--- src/common/memPkg.sv ---
package memPkg;

  // Page geometry for 1 KiB pages
  parameter int unsigned PAGE_OFFSET_BITS = 10;
  parameter int unsigned PAGE_BITS = 22;

  // Buffer slot index comes from address bits 13:10
  parameter int unsigned TLB_INDEX_BITS = 4;

  // Single-level table with 256 entries, address bits 17:10
  parameter int unsigned PT_INDEX_BITS = 8;

  // Two words per table entry
  // Word 0 holds the virtual page, word 1 the physical page
  parameter int unsigned PT_ENTRY_BYTES = 8;
  parameter int unsigned WORD_BYTES = 4;

  typedef logic [31:0] addrT;
  typedef logic [31:0] dataT;
  typedef logic [PAGE_BITS-1:0] pageT;
  typedef logic [PAGE_OFFSET_BITS-1:0] offsetT;
  typedef logic [TLB_INDEX_BITS-1:0] tlbIndexT;
  typedef logic [PT_INDEX_BITS-1:0] ptIndexT;

  // Controller states
  // physWait states cover one RAM round trip
  // ptWait states cover the two table word reads
  typedef enum logic [2:0] {
    ready,
    physWait1,
    physWait2,
    ptWait1,
    ptWait2,
    ptWait3,
    ptWait4
  } mcStateT;

endpackage

--- src/memoryController/memoryController.sv ---
`timescale 1ns/10ps

module memoryController import memPkg::*; #(
  parameter int unsigned tlbEntries = 16
) (
  input  logic     clk,
  input  logic     reset,
  input  addrT     mcRamAddress,
  input  dataT     mcRamIn,
  input  logic     mcReadReq,
  input  logic     mcWriteReq,
  input  logic     mcAddrVirtual,
  input  addrT     ptAddress,
  input  dataT     phRamIn,
  input  logic     lookupHit,
  input  pageT     lookupPhysPage,
  output dataT     mcRamOut,
  output logic     mcRamReady,
  output addrT     phRamAddress,
  output dataT     phRamOut,
  output logic     phReadReq,
  output logic     phWriteReq,
  output addrT     lookupAddr,
  output logic     fillEn,
  output tlbIndexT fillIndex,
  output pageT     fillVirtPage,
  output pageT     fillPhysPage
);

  localparam int unsigned tlbIndexBits = $clog2(tlbEntries);

  mcStateT state;

  // Control state, cleared by reset
  logic isRead;
  logic savedReadReq;
  logic savedWriteReq;

  // Request saved across a table walk
  addrT savedAddr;
  dataT savedData;
  dataT savedFirstWord;

  // Decode of the live request
  logic requestValid;
  logic requestRead;
  logic requestWrite;
  logic directAccess;
  ptIndexT requestPtIndex;
  addrT ptEntryAddr;
  addrT hitAddr;
  offsetT savedOffset;

  assign requestValid = mcReadReq | mcWriteReq;

  // Read wins if both strobes show up together
  assign requestRead = mcReadReq;
  assign requestWrite = mcWriteReq & ~mcReadReq;

  // Physical requests and buffer hits skip the table walk
  assign directAccess = ~mcAddrVirtual | lookupHit;

  // Buffer lookup runs on the live address
  assign lookupAddr = mcRamAddress;

  // Table entry 0 word for the requested page
  assign requestPtIndex = mcRamAddress[PAGE_OFFSET_BITS +: PT_INDEX_BITS];
  assign ptEntryAddr = ptAddress + addrT'(requestPtIndex) * addrT'(PT_ENTRY_BYTES);

  // Translated address on a hit keeps the page offset
  assign hitAddr = {lookupPhysPage, mcRamAddress[PAGE_OFFSET_BITS-1:0]};

  assign savedOffset = savedAddr[PAGE_OFFSET_BITS-1:0];

  // Fill happens on the edge that captures word 1
  assign fillEn = (state == ptWait4);
  assign fillIndex = savedAddr[PAGE_OFFSET_BITS +: tlbIndexBits];
  assign fillVirtPage = savedFirstWord[PAGE_BITS-1:0];
  assign fillPhysPage = phRamIn[PAGE_BITS-1:0];

  always_ff @(posedge clk or posedge reset)
  begin
    if (reset)
    begin
      state <= ready;
      mcRamReady <= 1'b0;
      phReadReq <= 1'b0;
      phWriteReq <= 1'b0;
      isRead <= 1'b0;
      savedReadReq <= 1'b0;
      savedWriteReq <= 1'b0;
    end
    else
    begin
      // Strobes and completion are single pulses
      mcRamReady <= 1'b0;
      phReadReq <= 1'b0;
      phWriteReq <= 1'b0;
      case (state)
        ready:
        begin
          if (requestValid)
          begin
            if (directAccess)
            begin
              phReadReq <= requestRead;
              phWriteReq <= requestWrite;
              isRead <= requestRead;
              state <= physWait1;
            end
            else
            begin
              // Miss, start on word 0 of the table entry
              phReadReq <= 1'b1;
              savedReadReq <= requestRead;
              savedWriteReq <= requestWrite;
              state <= ptWait1;
            end
          end
        end
        physWait1:
          state <= physWait2;
        physWait2:
        begin
          mcRamReady <= 1'b1;
          state <= ready;
        end
        ptWait1:
          state <= ptWait2;
        ptWait2:
        begin
          // Word 0 arrives, ask for word 1
          phReadReq <= 1'b1;
          state <= ptWait3;
        end
        ptWait3:
          state <= ptWait4;
        ptWait4:
        begin
          // Replay the original request with the new translation
          phReadReq <= savedReadReq;
          phWriteReq <= savedWriteReq;
          isRead <= savedReadReq;
          state <= physWait1;
        end
        default:
          state <= ready;
      endcase
    end
  end

  always_ff @(posedge clk)
  begin
    case (state)
      ready:
      begin
        if (requestValid)
        begin
          savedAddr <= mcRamAddress;
          savedData <= mcRamIn;
          if (!mcAddrVirtual)
          begin
            phRamAddress <= mcRamAddress;
            phRamOut <= mcRamIn;
          end
          else if (lookupHit)
          begin
            phRamAddress <= hitAddr;
            phRamOut <= mcRamIn;
          end
          else
            phRamAddress <= ptEntryAddr;
        end
      end
      physWait2:
      begin
        // Hold the last read value for the requester
        if (isRead)
          mcRamOut <= phRamIn;
      end
      ptWait2:
      begin
        savedFirstWord <= phRamIn;
        phRamAddress <= phRamAddress + addrT'(WORD_BYTES);
      end
      ptWait4:
      begin
        phRamAddress <= {phRamIn[PAGE_BITS-1:0], savedOffset};
        phRamOut <= savedData;
      end
      default:
      begin
      end
    endcase
  end

endmodule

--- config.mk ---
export PLATFORM = sky130hd
export DESIGN_NAME = memoryController
export DESIGN_NICKNAME = d
export VERILOG_FILES = /design/src/common/memPkg.sv /design/src/memoryController/memoryController.sv
export SDC_FILE = /design/constraint.sdc
export NUM_CORES = 1
export LEC_CHECK = 0
export BUFFER_PORTS_ARGS = -buffer_cell sky130_fd_sc_hd__buf_2
export CORE_MARGIN = 3
export CORE_UTILIZATION = 50
export DETAILED_ROUTE_END_ITERATION = 12
export PLACE_DENSITY = 0.84
export SYNTH_ARGS = -nofsm -noshare
export SYNTH_HDL_FRONTEND = slang
export SYNTH_SLANG_ARGS = --single-unit
--- constraint.sdc ---
create_clock -name clk -period 12.35 [get_ports clk]
set_input_delay 0.6175 -clock clk [delete_from_list [all_inputs] [get_ports clk]]
set_output_delay 0.6175 -clock clk [all_outputs]
set_load 0.01 [all_outputs]
* After elaboration in Yosys (flattened, before gate mapping)
Cells that the tools add are included.
** Operators by class
- Mux-type cells :: 21
- Bitwise operators :: 6
- Reductions and logical operators :: 9
- $add $sub $neg :: 2
- Eq/ne operators :: 9
** Operator list (number)
- $mux W32 :: 6
- $pmux W32 S3 :: 1
- $pmux W32 S2 :: 1
- $add A32 B11 Y32 :: 1
- $add A32 B3 Y32 const B :: 1
- $pmux W3 S6 :: 1
- $eq A3 B3 Y1 const B :: 3
- $reduce_and A3 Y1 :: 3
- $mux W1 :: 7
- $eq A3 B2 Y1 const B :: 2
- $reduce_and A2 Y1 :: 3
- $ne A2 B2 Y1 const B :: 2
- $pmux W1 S2 :: 2
- $eq A3 B1 Y1 const B :: 1
- $logic_not A3 Y1 :: 1
- $mux W3 :: 1
- $ne A3 B3 Y1 const B :: 1
- $not A1 Y1 :: 3
- $pmux W1 S3 :: 1
- $reduce_bool A3 Y1 :: 1
- $mux W2 :: 1
- $or A1 B1 Y1 :: 2
- $reduce_bool A2 Y1 :: 1
- $and A1 B1 Y1 :: 1
** Word-level totals
- Bits in registers :: 173
- Output and inout port bits :: 180
- Input port bits :: 156

* Logic depth before layout (Yosys ltp)
Gate-level depths: netlist (run 1).
- Depth after elaboration :: 5
- Gate-level depth with buffers :: 11
- Mapped depth without buffers :: 10

* Least setup slack after synthesis (run 1)
Ideal clock, no wire load.
- Kind :: register -> register
- Start :: reg state[1]
- End :: reg savedAddr[0], enable pin
- Setup slack :: 6434 ps
- Data arrival time :: 5353 ps
- Path buffers :: 3
- Period minus slack after synthesis :: 5916 ps
- Cell stages (with the launch flop) :: 5
- Cell sequence :: dfrtp_1 clkbuf_1 clkbuf_1 buf_1 nor4_1
** Between the ends
- Word-level cells in the longest chain between the ends :: 2
** Ends and longest elaborated chain
- start, declared :: RTL line memoryController.sv:32 : mcStateT state;
- start signal, assigned :: RTL line memoryController.sv:85 : state <= ready;
- start signal, assigned :: RTL line memoryController.sv:109 : state <= physWait1;
- start signal, assigned :: RTL line memoryController.sv:117 : state <= ptWait1;
- $logic_not A3 Y1 :: RTL line memoryController.sv:154 : case (state)
- $reduce_and A2 Y1 (no source line)
- end signal, assigned :: RTL line memoryController.sv:159 : savedAddr <= mcRamAddress;
- end, declared :: RTL line memoryController.sv:40 : addrT savedAddr;
No other way between the ends.
A chain may end at the register's enable or synchronous reset.

* Worst setup path in the final report (run 1)
- Start :: reg state[2]
- End :: out fillEn
** Between the ends
- Word-level cells in the longest chain between the ends :: 1
** Ends and longest elaborated chain
- $eq A3 B3 Y1 :: RTL line memoryController.sv:76 : assign fillEn = (state == ptWait4);
- end, declared :: RTL line memoryController.sv:24 : output logic fillEn,
No other way between the ends.

==> results of run 1 <==
## where the power goes
part | internal (mW) | total, mW | switching, mW
Sequential | 0.885 | 0.992 | 0.107
Combinational | 0.227 | 0.644 | 0.417
Clock | 0.277 | 0.540 | 0.264
## flip-flops by register name, indices dropped and copies added, names as in the netlist
name	flops
isRead	1
phRamOut	32
phRamAddress	32
mcRamReady	1
savedAddr	14
savedReadReq	1
phWriteReq	1
phReadReq	1
savedFirstWord	22
savedWriteReq	1
mcRamOut	32
state	3
savedData	32
## cell families (layout without fill, tap and decap cells)
family	count (synthesis)	in the layout	synth area share (%)
AND/OR/NAND/NOR	257	257	13.65
flip-flops	173	173	60.99
AO/OA/AOI/OAI	120	120	10.31
buffers and inverters	101	387	7.275
XOR/XNOR	53	53	5.497
adder cells (fa/ha/maj)	10	10	1.571
multiplexers	6	6	0.7112
## final cells by class
cell class                 instances  area (µm²)  area share, %
clock inverter                    15       187.7          1.784
sequential                       173        5150          48.95
clock buffer                      17       425.4          4.044
tap                              216       270.3          2.569
multi-input combinational        446        2709          25.75
timing repair buffer             342        1729          16.44
inverter                          13       48.80         0.4638
## placed cells by master (no fill, tap or decap), drive strengths merged, types with 2 or more instances in the layout
| cell | synthesis | routed |
|---|---|---|
| buf | 70 | 342 |
| edfxtp | 164 | 164 |
| nand2 | 146 | 146 |
| a21oi | 37 | 37 |
| nor2 | 37 | 37 |
| xnor2 | 27 | 27 |
| xor2 | 26 | 26 |
| nand3 | 25 | 25 |
| inv | 12 | 19 |
| clkbuf | 18 | 17 |
| o21ai | 13 | 13 |
| a211oi | 12 | 12 |
| and3 | 11 | 11 |
| a222oi | 9 | 9 |
| ha | 9 | 9 |
| dfrtp | 9 | 9 |
| a31oi | 8 | 8 |
| nand4 | 8 | 8 |
| clkinv | 1 | 8 |
| a221oi | 7 | 7 |
| o22ai | 7 | 7 |
| nor3 | 6 | 6 |
| mux2i | 6 | 6 |
| nand2b | 5 | 5 |
| and4 | 5 | 5 |
| o221ai | 4 | 4 |
| and2 | 4 | 4 |
| o21a | 3 | 3 |
| nor2b | 3 | 3 |
| a2111oi | 3 | 3 |
| a21boi | 3 | 3 |
| or2 | 2 | 2 |
| o211ai | 2 | 2 |
| a221o | 2 | 2 |
| nor3b | 2 | 2 |
| a211o | 2 | 2 |
| a22oi | 2 | 2 |
| nor4 | 2 | 2 |
## stage by stage
stage               total power [mW]  instance area, µm²
floorplan                      1.372                8444
global placement               1.621                9907
detailed placement             1.644                9907
CTS                            2.182               10520
global route                   2.284               10520
finish                         2.176               10520
## cells in the mapped netlist, drive strengths merged, types with 3 or more instances
| cell type | number |
|---|---|
| buf | 70 |
| xnor2 | 27 |
| clkbuf | 18 |
| a211oi | 12 |
| nor3 | 6 |
| ha | 9 |
| o21ai | 13 |
| nand3 | 25 |
| a222oi | 9 |
| a31oi | 8 |
| edfxtp | 164 |
| inv | 12 |
| a21boi | 3 |
| and3 | 11 |
| nand2b | 5 |
| a2111oi | 3 |
| nor2b | 3 |
| mux2i | 6 |
| xor2 | 26 |
| and4 | 5 |
| and2 | 4 |
| a221oi | 7 |
| o22ai | 7 |
| o221ai | 4 |
| o21a | 3 |
| a21oi | 37 |
| dfrtp | 9 |
| nor2 | 37 |
| nand4 | 8 |
| nand2 | 146 |
## how the worst max path moves through the flow
stage | from | end | slack, ns | depth (start not counted)
6_report | state[2] | fillEn | 9.01 | 7
5_1_grt | state[2] | fillEn | 8.82 | 7
4_1_cts | state[2] | fillEn | 8.99 | 7
3_5_place_dp | mcRamAddress[10] | phRamAddress[19] | 9.22 | 11
3_3_place_gp | mcRamAddress[10] | phRamAddress[19] | 9.28 | 11
2_1_floorplan | state[1] | savedAddr[0] | 6.43 | 4
## layer usage
layer / vias up / global-route usage [%]
li1: 3132 / -
met1: 3206 / 33.33
met2: 446 / 44.77
met3: 48 / 7.180
met4: 2 / 8.959
met5: - / 0
==> metrics, run 1 <==
status complete, no violations; pre-CTS WS 9.223 ns; Crit Reg-Reg Endpoint phRamAddress[14]; kind of end point of the critical path output pin; Startpoint Class register; post-synth net total 886; GPL Wtd Cong 0.9461; WL met2 12540 µm; remaining global-route overflow 0; clock-pin slew on the worst setup and hold paths 0.07 ns; Post-Syn Instances around 700; Data arrival, critical path 2.73 ns; Post-synth EDFFs 164; Final Cycle Share 27.08%; Max Cap Violations 0; met1 wire length 9212 µm; yosys warns 0; Mean Syn Cell Area between 10 and 15 µm²; layout cells sized above 1 39.46%; global-route wire length before repair 36760 µm; largest cells by area after synthesis edfxtp_1 58%, nand2_1 6.5%, buf_4 5.3%; Initial DRT Pass Iterations 7; worst path cell trace inv_1 -> nor2_2 -> buf_4 -> nand2_1 -> buf_4 -> inv_2 -> buf_2; CTS resizes 0; area leader, netlist edfxtp_1; Min Clock Period, post-route 3.344 ns; fillers 1259; flop2flop setup slack 9.50 ns; slew margin rel. 23.02%; Unique masters post-synth between 50 and 60; VDD IR max 0.1444 mV; Die X 136.0 µm; Max stage delay cell, worst path inv_2; CTS tree yes; Worst Path Max Fanout 44; Layout Skew roughly 0.015 ns; Max Clk Rate 299.0 MHz; initial antenna violation count 1; WL per Instance 20.41 µm; Std-Cell Core Area 16230 µm²; final WL 24940 µm; die height between 100 and 150 µm; Post-CTS Repair Setup Buffers 0; Hold Crit Class input pin to asynchronous set/reset pin; H-Tree Level Count 4; largest net degree at the start of global routing between 40 and 50; Finished Layout Cells 1222; R2R depth 9; setup_tns 0 ns; hpwl dp 18560 µm; FF+latch count, synth 173; initial core utilization 52.03%; critical path's top delay family buffers and inverters; sequential fraction of the synthesis area 60.99%; Post-Syn Area ~8400 µm²; endpoints failing setup 0; fin. max-slew vios 0; Area Growth Syn to Fin 24.58%; vias in the first global route 6660; DRT iter0 DRCs 662; power per cell area 206.9 nW/µm²; nets 1159; die area 18480 µm²; critical path's most frequent cell buf_4; Total GRT Usage about a quarter; Static Leak 4.405 nW; port bufs around 340; Crit path largest cell delay 0.66 ns; Hold-fix buffers, CTS 0; antenna-violating nets left 0; Hold Slack 0.1463 ns; WP data required 11.73 ns; CP Class register to output pin; worst-skew pair later-pin latency 0.43 ns; Antenna Cells 0; CP bufs+invs 5; Cells after DPL 1190; Async SR Flop Fraction ~5.2%; routed vias/inst ~5.6; Top FF cell, synth edfxtp_1; Ports 336; Least-Margin Pin Slew roughly 1.2 ns; RSZ-0062 raised after global routing false; total CTS buffers 17; Yosys top cell area share between 50% and 60%; Remaining DRCs 0; setup ws final about 9 ns; Root Buffer clkbuf_16; vias just under 7000; Rows 46; Reg2Reg Launch Point state[2]; share of the core filled with cells 64.82%; Clock Tree Buf Depth 2; clk sinks between 150 and 200; DR WL met3 2548 µm; Final Hold Fails 0; DR top layer met5
(Power assumes the default switching activity.)
==> inputs of run 2 (changes only) <==
--- a/config.mk
+++ b/config.mk
@@ -5,11 +5,12 @@
 export SDC_FILE = /design/constraint.sdc
 export NUM_CORES = 1
 export LEC_CHECK = 0
+export ABC_AREA = 1
 export BUFFER_PORTS_ARGS = -buffer_cell sky130_fd_sc_hd__buf_2
 export CORE_MARGIN = 3
 export CORE_UTILIZATION = 50
 export DETAILED_ROUTE_END_ITERATION = 12
-export PLACE_DENSITY = 0.84
+export PLACE_DENSITY = 0.82
 export SYNTH_ARGS = -nofsm -noshare
 export SYNTH_HDL_FRONTEND = slang
 export SYNTH_SLANG_ARGS = --single-unit
==> constraint.sdc (replaced) <==
create_clock -name clk -period 3.4 [get_ports clk]
set_input_delay 0.17 -clock clk [delete_from_list [all_inputs] [get_ports clk]]
set_output_delay 0.17 -clock clk [all_outputs]
set_load 0.01 [all_outputs]
==> run 2 against run 1 <==
The run now ends with hold timing left. Routed wire length is 21% higher. Core utilization is 3.2 points higher. Non-clock buffer count is 79 higher. Register-to-register slack worse by 8.8 ns. Critical path depth is 3 higher. First-iteration DRC count is 3.0% lower. Critical endpoint is now isRead. Highest routed layer is now met4.
==> metrics, run 2 <==
status complete, but fails checks; failing checks hold timing; kind of end point of the critical path register; critical path's most frequent cell inv_1; Layout Skew around 0.014 ns; register area 5150 µm²; Die X 144.2 µm; vias in the first global route 8586; met2 Use GR 48.85%; Remaining DRCs 0; Startpoint Class register; Static Leak 5.893 nW; power per cell area 703.7 nW/µm²; Hold Crit Class input pin to register; CP Class register to register; post-synth net total 1288; grt met3 use 4.497%; DRT iter0 DRCs 642; layout cells sized above 1 between 20% and 30%; Unique masters post-synth 45; Max stage delay cell, worst path nor2_4; antenna-violating nets left 0; CTS resizes 0; Max Clk Rate ~370 MHz; hpwl dp 21690 µm; Data arrival, critical path 3.01 ns; count leader, synth nand2_1; port bufs 335; largest cells by area after synthesis edfxtp_1 52%, nand2_1 17%, buf_4 4.6%; die area roughly 21000 µm²; initial core utilization 52.09%; WL per Instance 17.47 µm; Min Clock Period, post-route around 2.7 ns; Mean Syn Cell Area 8.511 µm²; Final Cycle Share ~79%; CTS tree yes; worst path cell trace inv_1 -> nand2_1 -> nor2_4 -> o21ai_0 -> inv_1 -> o21ai_0 -> inv_1 -> buf_4 -> nor2_1 -> a31oi_1; remaining global-route overflow 0; fillers 1466; setup_tns 0 ns; fin. max-slew vios 0; area leader, netlist edfxtp_1; Std-Cell Core Area roughly 18000 µm²; clock-pin slew on the worst setup and hold paths 0.08 ns; endpoints failing setup 0; yosys warns 0; initial antenna violation count 0; CP bufs+invs 4; sequential fraction of the synthesis area 53.93%; Synth top cells by count 431 x nand2_1, 164 x edfxtp_1, 112 x inv_1, 93 x nor2_1, 88 x nand3_1; vias 8947; final WL 30080 µm; H-Tree Level Count 4; die height 144.2 µm; RSZ-0062 raised after global routing false; total CTS buffers 17; WP data required 3.71 ns; busiest grt layer met2; Power Total 8.774 mW; Total GRT Usage 28.31%; FF+latch count, synth 173; VDD IR max 0.4657 mV; Post-Syn Instances 1122; Clock Tree Buf Depth 2; Post-CTS Repair Setup Buffers 0; Root Buffer clkbuf_16; global-route wire length before repair 45260 µm; Post-Syn Area about 9500 µm²; clk sinks around 170; nets 1645; Max Cap Violations 0; worst-skew pair later-pin latency roughly 0.44 ns; setup ws final 0.7021 ns; met1 Track Usage GR 35.63%; Yosys top cell area share between 50% and 60%; Initial DRT Pass Iterations 5; Hold Slack -0.008004 ns; Worst Path Max Fanout 34; Async SR Flop Fraction under 10%; pre-CTS WS ~1.0 ns; routed vias/inst 5.196; Least-Margin Pin Slew around 1.0 ns; critical path's top delay family simple AND/OR/NAND/NOR gates; most common cell after layout, fill and taps aside nand2_1; Final Hold Fails 2; Ports between 300 and 400; Top FF cell, synth edfxtp_1; most frequent cells in the layout 431 x nand2_1, 335 x buf_2, 164 x edfxtp_1, 112 x inv_1, 92 x nor2_1; Rows 49; Post-synth EDFFs 164; multi-input logic area ~3400 µm²; Area Growth Syn to Fin 30.57%; largest net degree at the start of global routing 49; Crit path largest cell delay 0.51 ns; slew margin rel. between 30% and 40%; GPL Wtd Cong 0.9450
## run 2: cell types whose count changed in the layout (fill, tap and decap cells not counted), moves of 11 or more
cell,previous run,this run
a21oi_1,34,4
nand3_1,24,88
nand2_1,146,431
a211oi_1,12,0
inv_1,11,112
xor2_1,26,8
dlygate4sd3_1,0,75
o21ai_0,9,24
and3_1,11,0
xnor2_1,27,1
nor2_1,32,92
## run 2: power by group
| part | switching [mW] | internal [mW] | total, mW |
|---|---|---|---|
| Clock | 1.01 | 1.02 | 2.03 |
| Combinational | 2.04 | 0.961 | 3.00 |
| Sequential | 0.427 | 3.31 | 3.74 |
| Total | 3.48 | 5.30 | 8.77 |
## run 2: cell families after synthesis
family	after synthesis	synth area share [%]
xor+xnor	9	0.8255
flops	173	53.93
simple gates	679	30.25
buf+inv	201	10.36
compound gates	50	3.237
fa+ha+maj	10	1.389
## run 2: through the flow
stage | instances | utilization, % | hold WS [ns] | instance area (µm²)
after floorplan | 1122 | - | -0.002082 | 9554
after global placement | 1614 | 60.45 | 0.1527 | 11080
after detailed placement | 1614 | 60.45 | 0.1707 | 11080
after CTS | 1721 | 68.00 | 0.0005376 | 12470
after global routing | 1721 | 68.00 | 0.008783 | 12470
final | 1722 | 68.02 | -0.008004 | 12470
## run 2: what timing repair did
| action | 4_1_cts | 5_1_grt |
|---|---|---|
| hold buffers | 75 | 0 |
| endpoints found under the setup margin | 0 | 0 |
| endpoints found under the hold margin | 104 | 0 |
## run 2: worst reg2reg max path, cell delays in order, from the launching register on
cell and delay [ns]:
dfrtp_1 0.38, inv_1 0.09, nand2_1 0.17, nor2_4 0.51, o21ai_0 0.22, inv_1 0.15, o21ai_0 0.10, inv_1 0.10
buf_4 0.40, nor2_1 0.13, a31oi_1 0.29
## run 2: area by class of cell
class                           instances  share of cell area, %
Multi-Input combinational cell        748                  27.50
Inverter                              118                  3.562
Clock buffer                           17                  3.412
Antenna cell                            1                0.02007
Sequential cell                       173                  41.30
Clock inverter                         15                  1.676
Tap cell                              229                  2.298
Timing Repair Buffer                  421                  20.23
## run 2: final timing paths
| path | from | to | slack, ns | cells past startpoint |
|---|---|---|---|---|
| setup reg to reg | state[0] | isRead | 0.70 | 10 |
| max in group asynchronous | reset | isRead | 2.86 | 3 |
| setup / recovery | state[0] | isRead | 0.70 | 10 |
| hold reg to reg | savedWriteReq | phWriteReq | 0.50 | 1 |
| hold / removal | phRamIn[6] | mcRamOut[6] | -0.008 | 1 |
| min in group asynchronous | reset | state[0] | 0.26 | 3 |
## run 2: metal layers
metal | part of all wire [%] | wire length [µm]
met5 | 0 | 0
met4 | 3.7 | 1098
met3 | 7.6 | 2276
met2 | 49 | 14680
met1 | 40 | 12020
