## config.mk

```make
export PLATFORM = sky130hd
export DESIGN_NAME = translationBuffer
export DESIGN_NICKNAME = d
export VERILOG_FILES = /design/src/common/memPkg.sv /design/src/memoryController/translationBuffer.sv
export SDC_FILE = /design/constraint.sdc
export NUM_CORES = 1
export LEC_CHECK = 0
export ABC_AREA = 1
export ABC_CLOCK_PERIOD_IN_PS = 1800
export BUFFER_PORTS_ARGS = -buffer_cell sky130_fd_sc_hd__buf_2
export CAP_MARGIN = 20
export CORE_ASPECT_RATIO = 0.9
export CORE_MARGIN = 1.5
export CORE_UTILIZATION = 55
export CTS_CLUSTER_DIAMETER = 150
export DETAILED_ROUTE_END_ITERATION = 6
export PLACE_DENSITY = 0.73
export SKIP_LAST_GASP = 1
export SYNTH_ARGS = -nofsm -noshare
export SYNTH_HDL_FRONTEND = slang
export SYNTH_SLANG_ARGS = --single-unit
```

## constraint.sdc

```tcl
create_clock -name clk -period 1.8 [get_ports clk]
set_input_delay 0.27 -clock clk [delete_from_list [all_inputs] [get_ports clk]]
set_output_delay 0.27 -clock clk [all_outputs]
set_load 0.01 [all_outputs]
```

## src/common/memPkg.sv

```systemverilog
package memPkg;

  // Page geometry for 1 KiB pages
  parameter int unsigned PAGE_OFFSET_BITS = 10;
  parameter int unsigned PAGE_BITS = 22;

  // Buffer slot index comes from address bits 13:10
  parameter int unsigned TLB_INDEX_BITS = 4;

  // Single-level table with 256 entries, address bits 17:10
  parameter int unsigned PT_INDEX_BITS = 8;

  // Two words per table entry
  // Word 0 holds the virtual page, word 1 the physical page
  parameter int unsigned PT_ENTRY_BYTES = 8;
  parameter int unsigned WORD_BYTES = 4;

  typedef logic [31:0] addrT;
  typedef logic [31:0] dataT;
  typedef logic [PAGE_BITS-1:0] pageT;
  typedef logic [PAGE_OFFSET_BITS-1:0] offsetT;
  typedef logic [TLB_INDEX_BITS-1:0] tlbIndexT;
  typedef logic [PT_INDEX_BITS-1:0] ptIndexT;

  // Controller states
  // physWait states cover one RAM round trip
  // ptWait states cover the two table word reads
  typedef enum logic [2:0] {
    ready,
    physWait1,
    physWait2,
    ptWait1,
    ptWait2,
    ptWait3,
    ptWait4
  } mcStateT;

endpackage

```

## src/memoryController/translationBuffer.sv

```systemverilog
`timescale 1ns/10ps

module translationBuffer import memPkg::*; #(
  parameter int unsigned tlbEntries = 16
) (
  input  logic     clk,
  input  logic     reset,
  input  addrT     lookupAddr,
  input  logic     fillEn,
  input  tlbIndexT fillIndex,
  input  pageT     fillVirtPage,
  input  pageT     fillPhysPage,
  output logic     lookupHit,
  output pageT     lookupPhysPage
);

  localparam int unsigned tlbIndexBits = $clog2(tlbEntries);

  // Per slot storage
  pageT tagStore [tlbEntries];
  pageT physStore [tlbEntries];
  logic [tlbEntries-1:0] slotValid;

  // Direct mapped, the low page bits pick the slot
  tlbIndexT lookupIndex;
  pageT lookupPage;

  assign lookupIndex = lookupAddr[PAGE_OFFSET_BITS +: tlbIndexBits];
  assign lookupPage = lookupAddr[31:PAGE_OFFSET_BITS];

  // Hit needs a valid slot with a matching tag
  assign lookupHit = slotValid[lookupIndex] && (tagStore[lookupIndex] == lookupPage);
  assign lookupPhysPage = physStore[lookupIndex];

  // Valid bits come up clear so no stale translation survives reset
  always_ff @(posedge clk or posedge reset)
  begin
    if (reset)
      slotValid <= '0;
    else if (fillEn)
      slotValid[fillIndex] <= 1'b1;
  end

  // Tag and page payload
  // A fill simply overwrites whatever the slot held
  always_ff @(posedge clk)
  begin
    if (fillEn)
    begin
      tagStore[fillIndex] <= fillVirtPage;
      physStore[fillIndex] <= fillPhysPage;
    end
  end

endmodule

```

* After elaboration in Yosys (flattened, before gate mapping) *
Memory sizes are Yosys's and may differ from the RTL's.
Cells that the tools add are included.

storage, ports and cells
  register bits after elaboration = 16
  bits in writable memories = 704
  memories kept = 2

operators by class
  reductions and logical operators = 2
  eq/ne operators = 1
  bitwise gates (word level) = 1
  mux-type cells = 6
  $lt $le $gt $ge = 3

memories
  memory     words  width  read ports  clocked after memory_dff  write ports  RTL line                 RTL
  physStore  16     22     1           0                         1            translationBuffer.sv:21  pageT physStore [tlbEntries];
  tagStore   16     22     1           0                         1            translationBuffer.sv:20  pageT tagStore [tlbEntries];

operators by type and width
  cell                                                                number
  == test 22 bit                                                      1
  OR 16 bit                                                           1
  < comparator 4 x 5 -> 1 bit (second input constant)                 2
  binary-select mux 1 bit (select 4 bit)                              1
  demux 1 bit (select 4 bit)                                          1
  greater-or-equal comparator 4 x 1 -> 1 bit (second input constant)  1
  two-way mux 1 bit                                                   4
  logical AND 1 bit                                                   2

* Longest topological paths before layout *
Gate-level depths: netlist of run 1.

  word-level depth = 5
  depth in mapped cells = 16
  gate-level depth less buffers = 14

* Worst setup path after synthesis of run 1 *
No wires, ideal clock.

  path type = input-to-reg
  start = input fillIndex[0]
  end = memory physStore[13][0] (netlist name), enable pin
  path buffers = 0
  arrival time = 2.402 ns
  setup slack = -1.048 ns
  cell stages on the path = 4
  required time = 1.354 ns
  cell sequence = inv_1 -> nor2_1 -> nand2_1 -> nor2_1

RTL lines
  item         RTL line                 RTL
  from (decl)  translationBuffer.sv:10  input tlbIndexT fillIndex,
  to (decl)    translationBuffer.sv:21

No word-level cell before the write port.

* Final worst setup path of run 1 *
  start = memory tagStore[13][18] (netlist name)
  end = output lookupHit

on the way
  cells in the longest elaborated chain, start to end = 3

RTL lines
  item                       RTL line                 RTL
  from (decl)                translationBuffer.sv:20
  memory read (16 x 22 bit)  --
  == test 22 bit             translationBuffer.sv:32  assign lookupHit = slotValid[lookupIndex] && (tagStore[lookupIndex] == lookupPage);
  logical AND 1 bit          translationBuffer.sv:32
  to (decl)                  translationBuffer.sv:13  output logic lookupHit,

Every way passes these cells.

==> results.md, run 1 <==
- Grt ovf: 0
- Final Cycle Share: 1.40
- Ys async rst share: 0.0222
- Share of cells above drive strength 1: 0.211
- Setup-failing EPs final: 23
- Area growth syn-to-layout: 23.4%
- Crit end category: output pin
- Maximum clock frequency: slightly below 400 MHz
- Outcome: finished with violations
- Synth Register Bits: ~700
- Wire length per cell: approximately 24 um
- Setup Slack @ Placement: -0.736 ns
- Die X: roughly 250 um
- DRT Wirelength: approximately 81000 um
- Yosys warns: 0
- CTS buffer count: between 70 and 80
- PD cells: around 1000 nW/um^2
- Final worst setup slack: -0.714 ns
- Antenna violations before repair: 3
- Post-synth top flop: edfxtp_1
- Synth Cell Area: about 30000 sq um
- Cell Rows: ~80
- EDFF count, synth: slightly above 700
- Clk buf depth: 3
- # fillers: approximately 3.3k
- Top-area cell type share of the netlist area: 0.725
- Cells after Synth: approximately 2.4k
- Largest net degree at the start of global routing: 54
- Syn_nets: around 2.5k
- Iter 0 DRT Violations: roughly 2.8k
- Sequential share of the synthesized area: 0.739
- All-Layer GR Usage: 0.292
- Vias per inst: 6.13
- Startpoint Class: register
- Half-perimeter wire length after placement: ~40000 um
- Pre-antenna DRT Iters: 6
- Setup tns final: -9.09 ns
- Least-Margin Pin Slew: around 0.66 ns
- Critical Path RT: roughly 1.5 ns
- Hold path cells: 1
- Layout Nets: ~2.7k
- Synth area leader: edfxtp_1
- Crit path time final: around 2.5 ns
- Via count of the first global-routing pass: between 15k and 20k
- Leak Pwr: between 10 and 15 nW
- WP data arrival: 2.24 ns
- CP Max Fanout: 2
- Clk_lat worst skew: around 0.6 ns
- RSZ-0062 raised after global routing: true
- Post-synthesis cell type count: 25
- Pwr Total: 36.3 mW
- # port buffers: 95
- Core Footprint: 52000 sq um
- Mean Syn Cell Area: 12.3 sq um
- Final Wtd Congestion: 0.873
- Die ar.: 54400 sq um
- Max-cap viol count: 0
- Clock Sinks: a little over 700
- Most instantiated cells after synthesis: edfxtp_1 (704), nand2_1 (500), nor2_1 (265), nand3_1 (238), o21ai_0 (187)
- CTS clk-pin slew, worst paths: around 0.060 ns
- Failing checks: setup timing
- Final Hold Viols: 0
- Fin. max-slew vios: 0
- Reg2Reg Depth: 2
- CTS tree: done
- Detail Route Antenna Nets: 0
- Synth top area cells: edfxtp_1 (72%), nand2_1 (6.4%), nand3_1 (4.1%)
- Worst Skew: 0 ns
- Residual DRC: 0
- First-pass GRT wire length: ~120000 um
- Relative slew margins: 0.562
- Most frequent cell after synthesis: edfxtp_1
- Via count: slightly above 20k
- Clock Tree Root: clkbuf_16
- WS Path Type: reg -> out
- Die Ht: between 200 and 250 um
- Starting Density: 0.561
- Worst hold path class: in -> reg
- I/O pin cnt: approximately 110
- VDD IR max: around 0.0011 V
- H-tree levels: 3
[power by group]
part           switching, mW  internal (mW)
Clock                   6.24           8.13
Combinational           1.93           1.17
Sequential            0.0952           18.7
Total                   8.27           28.0
[cell families (layout without fill, tap and decap cells)]
kind of cell	Yosys count	after routing	synth area share
simple gates	1016	1016	0.143
compound gates	350	350	0.0729
flops	720	720	0.739
other cells	0	1	0
buf+inv	289	554	0.0458
[final timing paths]
| check | start | to | slack [ns] |
|---|---|---|---|
| max | tagStore[13][18]$_DFFE_PP_ | lookupHit | -0.71 |
| min | fillVirtPage[9] | tagStore[5][9]$_DFFE_PP_ | 0.01 |
| max reg2reg | slotValid[13]$_DFFE_PP0P_ | slotValid[13]$_DFFE_PP0P_ | 1.13 |
| min reg2reg | slotValid[9]$_DFFE_PP0P_ | slotValid[9]$_DFFE_PP0P_ | 0.46 |
| max in group asynchronous | reset | slotValid[8]$_DFFE_PP0P_ | 1.08 |
| min in group asynchronous | reset | slotValid[7]$_DFFE_PP0P_ | 0.30 |
[state kept, by name (all words and copies together) (netlist names)]
| register | flops |
|---|---|
| physStore | 352 |
| slotValid | 16 |
| tagStore | 352 |
[cell usage in the layout (no fill, tap or decap), drive strengths merged]
| master | instances |
|---|---|
| nand2 | 500 |
| a21o | 2 |
| bufbuf | 2 |
| a21oi | 1 |
| nor2 | 267 |
| dlygate4sd3 | 6 |
| clkinv | 27 |
| o221ai | 67 |
| clkinvlp | 4 |
| diode | 1 |
| o21ai | 222 |
| buf | 266 |
| inv | 145 |
| nand3b | 10 |
| o22ai | 21 |
| bufinv | 4 |
| edfxtp | 704 |
| o211ai | 37 |
| or2 | 1 |
| dfrtp | 16 |
| clkbuf | 100 |
| nand3 | 238 |
[repair_timing]
item	in CTS	in global routing
hold buffers	6	0
cloned	27	7
buffers inserted	13	12
resized for setup	215	169
setup endpoints to repair	23	23
endpoints found under the hold margin	27	0
pin swaps	90	97
[cell type report]
| type | count | area [sq um] | share of cell area |
|---|---|---|---|
| diodes | 1 | 2.50 | 0.0000695 |
| multi-input cells | 1366 | 7270 | 0.202 |
| clock inverters | 34 | 324 | 0.00900 |
| flip-flops and latches | 720 | 21500 | 0.599 |
| repair buffers | 280 | 3490 | 0.0971 |
| repair inverters | 1 | 8.76 | 0.000243 |
| inverters | 145 | 571 | 0.0159 |
| clock buffers | 94 | 1920 | 0.0532 |
| well taps | 688 | 861 | 0.0239 |
[metrics by stage]
| step | instances | hold slack, ns | instance area (sq um) | util |
|---|---|---|---|---|
| 6_report | 3329 | 0.0138 | 36000 | 0.692 |
| 5_1_grt | 3329 | 0.00138 | 36000 | 0.692 |
| 4_1_cts | 3315 | 0.00127 | 35200 | 0.677 |
| 3_5_place_dp | 3141 | 0.382 | 31500 | 0.606 |
| 3_3_place_gp | 3141 | 0.365 | 31500 | 0.606 |
| 2_1_floorplan | 2375 | 0.184 | 29200 | - |
[per-layer routing]
| layer | vias up | part of all wire | global-route usage |
|---|---|---|---|
| li1 | 8896 | - | - |
| met1 | 9860 | 0.38 | 0.399 |
| met2 | 1410 | 0.48 | 0.465 |
| met3 | 229 | 0.11 | 0.0564 |
| met4 | 4 | 0.035 | 0.115 |
| met5 | - | 0.00033 | 0 |
[critical path: stages, from the launching register on]
cell and delay [ns]:
edfxtp_1 0.34, inv_1 0.05, nand2_1 0.08, nand3_2 0.11, nand3_2 0.08, nand3_2 0.08
buf_4 0.14, nand3_1 0.11, nand2_1 0.07, inv_1 0.05, nand2_1 0.05, nor2_1 0.11
nand3_2 0.11, nor2_4 0.15, buf_6 0.12
(Power assumes the default switching activity.)
==> inputs of run 2 (changes only) <==
--- a/config.mk
+++ b/config.mk
@@ -14,7 +14,7 @@
 export CORE_UTILIZATION = 55
 export CTS_CLUSTER_DIAMETER = 150
 export DETAILED_ROUTE_END_ITERATION = 6
-export PLACE_DENSITY = 0.73
+export PLACE_DENSITY = 0.74
 export SKIP_LAST_GASP = 1
 export SYNTH_ARGS = -nofsm -noshare
 export SYNTH_HDL_FRONTEND = slang
==> results.md, run 2 (synthesis results as in run 1) <==
- VDD IR max: between 0.0008 and 0.0009 V
- Worst setup path endpoint: lookupHit
- CTS buffer count: a little over 70
- Die ar.: approximately 54000 sq um
- Critical Path RT: roughly 1.5 ns
- Area growth syn-to-layout: 24.0%
- Outcome: finished with violations
- Startpoint Class: register
- Setup Slack @ Placement: -0.591 ns
- Setup-failing EPs final: 23
- Buffer and inverter count on the worst path: 1
- Least-Margin Pin Slew: 0.624 ns
- Relative slew margins: 0.583
- Clk_lat worst skew: about 0.59 ns
- I/O pin cnt: roughly 110
- Starting Density: 0.561
- PD cells: a little over 1000 nW/um^2
- Commonest cells after routing, fill and taps aside: edfxtp_1 (704), nand2_1 (495), nand3_1 (229), nor2_1 (209), inv_1 (139)
- Iter 0 DRT Violations: about 2.9k
- Maximum clock frequency: slightly below 400 MHz
- Critical Path Start: tagStore[3][2]$_DFFE_PP_
- Post-Place Cells: 3159
- Layout Nets: 2686
- Dpl cell area: between 30000 and 40000 sq um
- CTS clk-pin slew, worst paths: ~0.060 ns
- Final worst setup slack: -0.734 ns
- Final non-filler cell total: 3345
- Antenna violations before repair: 1
- Failing checks: setup timing
- Worst hold path class: in -> reg
- Clock Tree Root: clkbuf_16
- Largest net degree at the start of global routing: 45
- Ant. Diodes: 0
- Max-cap viol count: 0
- All-Layer GR Usage: 0.295
- Pwr Total: approximately 37 mW
- Cell Rows: just under 80
- Worst Skew: 0 ns
- Core Footprint: 52000 sq um
- First-pass GRT wire length: around 120000 um
- CTS tree: done
- Crit end category: output pin
- Clock Sinks: just over 700
- Leak Pwr: roughly 13 nW
- Cell Chain, Critical Path: nor2_2, nand2_1, nand3_1, nand3_1, nand3_1, nand2_1, nor2_2, nand2_1, nor2_2, nand3_4, nor2_4, buf_6
- Grt ovf: 0
- Crit. path cell count: 12
- Final instance area: between 30000 and 40000 sq um
- Reg2Reg Depth: 2
- Pre-antenna DRT Iters: 6
- Share of cells above drive strength 1: 0.210
- Final Wtd Congestion: 0.861
- Die Ht: about 220 um
- WS Path Type: reg -> out
- Via count of the first global-routing pass: 20.0k
- CP Max Fanout: 1
- H-tree levels: 3
- Final Cycle Share: 1.41
- WP data arrival: approximately 2.3 ns
- Minimum setup slack among reg-to-reg paths: about 1.2 ns
- Vias per inst: approximately 6
- Delay-heaviest family, CP: simple AND/OR/NAND/NOR gates
- DRT Wirelength: a little over 80000 um
- Final Hold Viols: 0
- CP peak stage delay: approximately 0.38 ns
- Half-perimeter wire length after placement: roughly 42000 um
- Slowest CP cell: edfxtp_1
- Crit path time final: 2.53 ns
- Detail Route Antenna Nets: 0
- Worst reg2reg endpoint: slotValid[15]$_DFFE_PP0P_
- Die X: around 250 um
- Residual DRC: 0
- Fin. max-slew vios: 0
- Via count: 20.6k
- Clk buf depth: 3
- RSZ-0062 raised after global routing: true
- Largest registers: physStore x352, tagStore x352, slotValid x16
- Worst R2R Start: slotValid[15]$_DFFE_PP0P_
- Commonest non-fill, non-tap cell in the layout: edfxtp_1
- Wire length per cell: roughly 25 um
- # port buffers: 95
run 2: cell types whose count changed in the layout (fill, tap and decap cells not counted), sizes merged:
| cell | before | now |
|---|---|---|
| buf | 266 | 284 |
| clkinvlp | 4 | 0 |
| bufinv | 4 | 7 |
| bufbuf | 2 | 0 |
| clkbuf | 100 | 101 |
| clkinv | 27 | 28 |
| diode | 1 | 0 |
| dlygate4sd3 | 6 | 5 |
| inv | 145 | 146 |
run 2: metal layers:
layer,part of all wire,global-route usage
met1,0.39,0.408
met2,0.48,0.469
met3,0.10,0.0555
met4,0.032,0.105
met5,0,0
run 2: where the power goes:
part | internal [mW] | leakage [nW] | switching, mW
Clock | 8.69 | 1.14 | 6.34
Combinational | 1.18 | 5.62 | 1.92
Sequential | 18.7 | 6.50 | 0.0977
run 2: worst reg2reg max path: stages, from the launching register on:
cell     delay, ns
dfrtp_1       0.37
inv_1         0.07
o21ai_0       0.08
run 2: layout make-up:
class	instances	area (sq um)
fill	3378	15800
clock inverter	35	395
timing repair buffer	297	3610
tap	688	861
timing repair inverter	1	8.76
multi-input combinational	1366	7230
clock buffer	93	1940
sequential	720	21500
inverter	145	569
run 2: how the worst min path moves through the flow:
stage | from | endpoint | slack [ns] | cells past startpoint
finish | fillPhysPage[17] | physStore[0][17]$_DFFE_PP_ | 0.03 | 1
detailed placement | reset | slotValid[3]$_DFFE_PP0P_ | 0.38 | 2
global route | fillPhysPage[13] | physStore[10][13]$_DFFE_PP_ | 0.01 | 1
global placement | reset | slotValid[2]$_DFFE_PP0P_ | 0.36 | 2
floorplan | reset | slotValid[0]$_DFFE_PP0P_ | 0.18 | 1
CTS | fillPhysPage[8] | physStore[2][8]$_DFFE_PP_ | 0.001 | 1
run 2: timing repair:
item                                    CTS  global route
pin swaps                                92           102
gates cloned                             23             9
buffers inserted                         15            10
resized for setup                       216           156
endpoints found under the hold margin    44             0
endpoints found under the setup margin   23            23
hold buffers                              5             0
run 2: per-stage QoR:
step	hold WS, ns	TNS [ns]	util
global placement	0.360	-7.09	0.608
CTS	0.00129	-6.46	0.680
finish	0.0271	-8.64	0.695
floorplan	0.184	-172.73	-
detailed placement	0.375	-8.14	0.608
global route	0.0129	-9.78	0.695
==> inputs of run 3 (changes only) <==
--- a/config.mk
+++ b/config.mk
@@ -5,7 +5,7 @@
 export SDC_FILE = /design/constraint.sdc
 export NUM_CORES = 1
 export LEC_CHECK = 0
-export ABC_AREA = 1
+export ABC_AREA = 0
 export ABC_CLOCK_PERIOD_IN_PS = 1800
 export BUFFER_PORTS_ARGS = -buffer_cell sky130_fd_sc_hd__buf_2
 export CAP_MARGIN = 20
==> results.md, run 3 <==
- Leak Pwr: between 10 and 15 nW
- Final Wtd Congestion: 0.844
- Die ar.: around 52000 sq um
- Clk buf depth: 3
- PD cells: 1100 nW/um^2
- RSZ-0062 raised after global routing: true
- Sequential share of power: 0.510
- CTS buffer count: 70
- Synth top area cells: edfxtp_1 (76%), mux4_2 (14%), dfrtp_1 (1.4%)
- Antenna violations before repair: 1
- Max-cap viol count: 0
- Startpoint Class: register
- Post-synthesis cell type count: 63
- CTS tree: done
- Vias per inst: just over 6
- Die Ht: ~220 um
- First-pass GRT wire length: approximately 92000 um
- WS Path Type: reg -> out
- Fin. max-slew vios: 0
- Mean Syn Cell Area: around 23 sq um
- Grt ovf: 0
- VDD IR max: about 0.00084 V
- WP data arrival: 3.31 ns
- Top-area cell type share of the netlist area: 0.758
- Crit end category: output pin
- Switching Share: 0.203
- Largest net degree at the start of global routing: between 40 and 50
- Cells after Synth: about 1.2k
- CP peak stage delay: roughly 0.55 ns
- Ys async rst share: 0.0222
- Worst Skew: 0 ns
- EDFF count, synth: about 700
- Crit path time final: about 3.6 ns
- Critical Path RT: between 1.5 and 2 ns
- Largest registers: physStore x352, tagStore x352, slotValid x16
- Clock Sinks: 720
- Most frequent cell after synthesis: edfxtp_1
- Combinational Power Share: 0.066
- Cell Rows: slightly below 80
- Iter 0 DRT Violations: 1303
- Clock Tree Root: clkbuf_16
- CTS clk-pin slew, worst paths: ~0.060 ns
- Relative slew margins: 0.574
- Final Cycle Share: 1.99
- DRT Wirelength: roughly 63000 um
- Synth Cell Area: between 20000 and 30000 sq um
- Final Hold Viols: 0
- Met1 WL: roughly 25000 um
- Fin util: 0.670
- I/O pin cnt: between 100 and 150
- Met2 wire len: roughly 32000 um
- Starting Density: 0.555
- Sequential share of the synthesized area: 0.773
- Synth Register Bits: 720
- Internal power: 29.6 mW
- Dpl cell area: 30600 sq um
- Clk pwr share: 0.425
- Final instance area: around 34000 sq um
- Final hold slack: ~0.027 ns
- Worst path most repeated cell: mux2i_1
- Setup-failing EPs final: 23
- Maximum clock frequency: about 280 MHz
- CP Max Fanout: 1
- Commonest non-fill, non-tap cell in the layout: edfxtp_1
- Clk_lat worst skew: approximately 0.6 ns
- Psw: about 7.5 mW
- Highest metal used: met5
- Metal3 WL: between 4000 and 5000 um
- Least-Margin Pin Slew: about 0.64 ns
- Yosys warns: 0
- H-tree levels: 3
- Slowest CP cell: or4_4
- Via count of the first global-routing pass: between 10k and 15k
- Core Footprint: between 50000 and 60000 sq um
- Outcome: finished with violations
- Residual DRC: 0
- Most instantiated cells after synthesis: edfxtp_1 (704), mux4_2 (170), mux2i_1 (40), clkbuf_1 (22), nor2_1 (21)
- Post-synth top flop: edfxtp_1
- Cell Chain, Critical Path: mux4_1, mux2i_1, mux2i_1, xor2_1, a2111o_1, or4_4, a2111oi_4, buf_2
- Detail Route Antenna Nets: 0
- Setup tns final: -16.73 ns
- Final worst setup slack: -1.78 ns
- Synth area leader: edfxtp_1
- Failing checks: setup timing
- Syn_nets: ~1.3k
- Worst hold path class: in -> reg
- All-Layer GR Usage: 0.249
- Wire length per cell: ~28 um
- # port buffers: 95
- Die X: 240 um
- Share of cells above drive strength 1: 0.388
- Setup Slack @ Placement: -1.46 ns
- Commonest cells after routing, fill and taps aside: edfxtp_1 (704), mux4_2 (170), buf_4 (98), clkbuf_16 (77), buf_2 (73)
- Pre-antenna DRT Iters: 5
- Layout Nets: between 1.5k and 2k
- Via count: 13.6k
- Half-perimeter wire length after placement: about 35000 um
- Area growth syn-to-layout: 20.9%
-- run 3: per-layer routing --
metal,GRT usage,vias up
met5,0,-
met4,0.0723,2
met3,0.0437,104
met2,0.413,639
met1,0.344,7175
li1,-,5695
-- run 3: cells by family after synthesis --
| group | share of synthesized area |
|---|---|
| AOI/OAI and AO/OA | 0.0143 |
| DFF | 0.773 |
| buffers and inverters | 0.0148 |
| and+or+nand+nor | 0.0222 |
| xor gates and xnor gates | 0.0101 |
| muxes | 0.166 |
-- run 3: path summary, 6_finish.rpt --
| kind | start | end | slack [ns] | depth (start not counted) |
|---|---|---|---|---|
| min in group asynchronous | reset | slotValid[11]$_DFFE_PP0P_ | 0.30 | 3 |
| worst min register to register | slotValid[3]$_DFFE_PP0P_ | slotValid[3]$_DFFE_PP0P_ | 0.46 | 1 |
| max in group asynchronous | reset | slotValid[14]$_DFFE_PP0P_ | 1.09 | 3 |
| worst min-delay path | fillPhysPage[20] | physStore[12][20]$_DFFE_PP_ | 0.03 | 1 |
| worst max register to register | slotValid[8]$_DFFE_PP0P_ | slotValid[8]$_DFFE_PP0P_ | 0.97 | 1 |
| worst max-delay path | tagStore[5][4]$_DFFE_PP_ | lookupHit | -1.78 | 8 |
-- run 3: power groups by stage --
stage	clock (mW)	combinational, mW	sequential (mW)
CTS	15.9	2.34	18.9
detailed placement	0	2.22	19.3
floorplan	0	1.37	19.2
global placement	0	2.18	19.2
finish	15.7	2.43	18.9
global route	16.6	2.59	18.9
-- run 3: final cells by class --
class                           instances  area (sq um)
Multi-Input combinational cell        430          6170
Tap cell                              680           851
Timing Repair Buffer                  253          2620
Sequential cell                       720         21500
Clock buffer                           91          1960
Antenna cell                            1          2.50
Fill cell                            3100         16600
Inverter                                7          26.3
Clock inverter                         36           527
-- run 3: worst max-delay path: cells and delay by family, from the launching register on --
family | cells | cell delay [ns]
muxes | 3 | 0.78
AOI/OAI and AO/OA | 2 | 0.64
and+or+nand+nor | 1 | 0.55
DFF | 1 | 0.35
buffers and inverters | 1 | 0.21
xor gates and xnor gates | 1 | 0.17
-- run 3: through the flow --
stage	std cells	power, mW
finish	2218	37.1
global route	2217	38.1
CTS	2199	37.1
detailed placement	2062	21.5
global placement	2062	21.4
floorplan	1218	20.6
-- run 3: repair_timing --
item | CTS | global route
endpoints found under the setup margin | 23 | 23
buffers inserted | 5 | 17
gates cloned | 4 | 2
hold buffers | 1 | 0
hold endpoints to repair | 16 | 0
resized for setup | 25 | 31
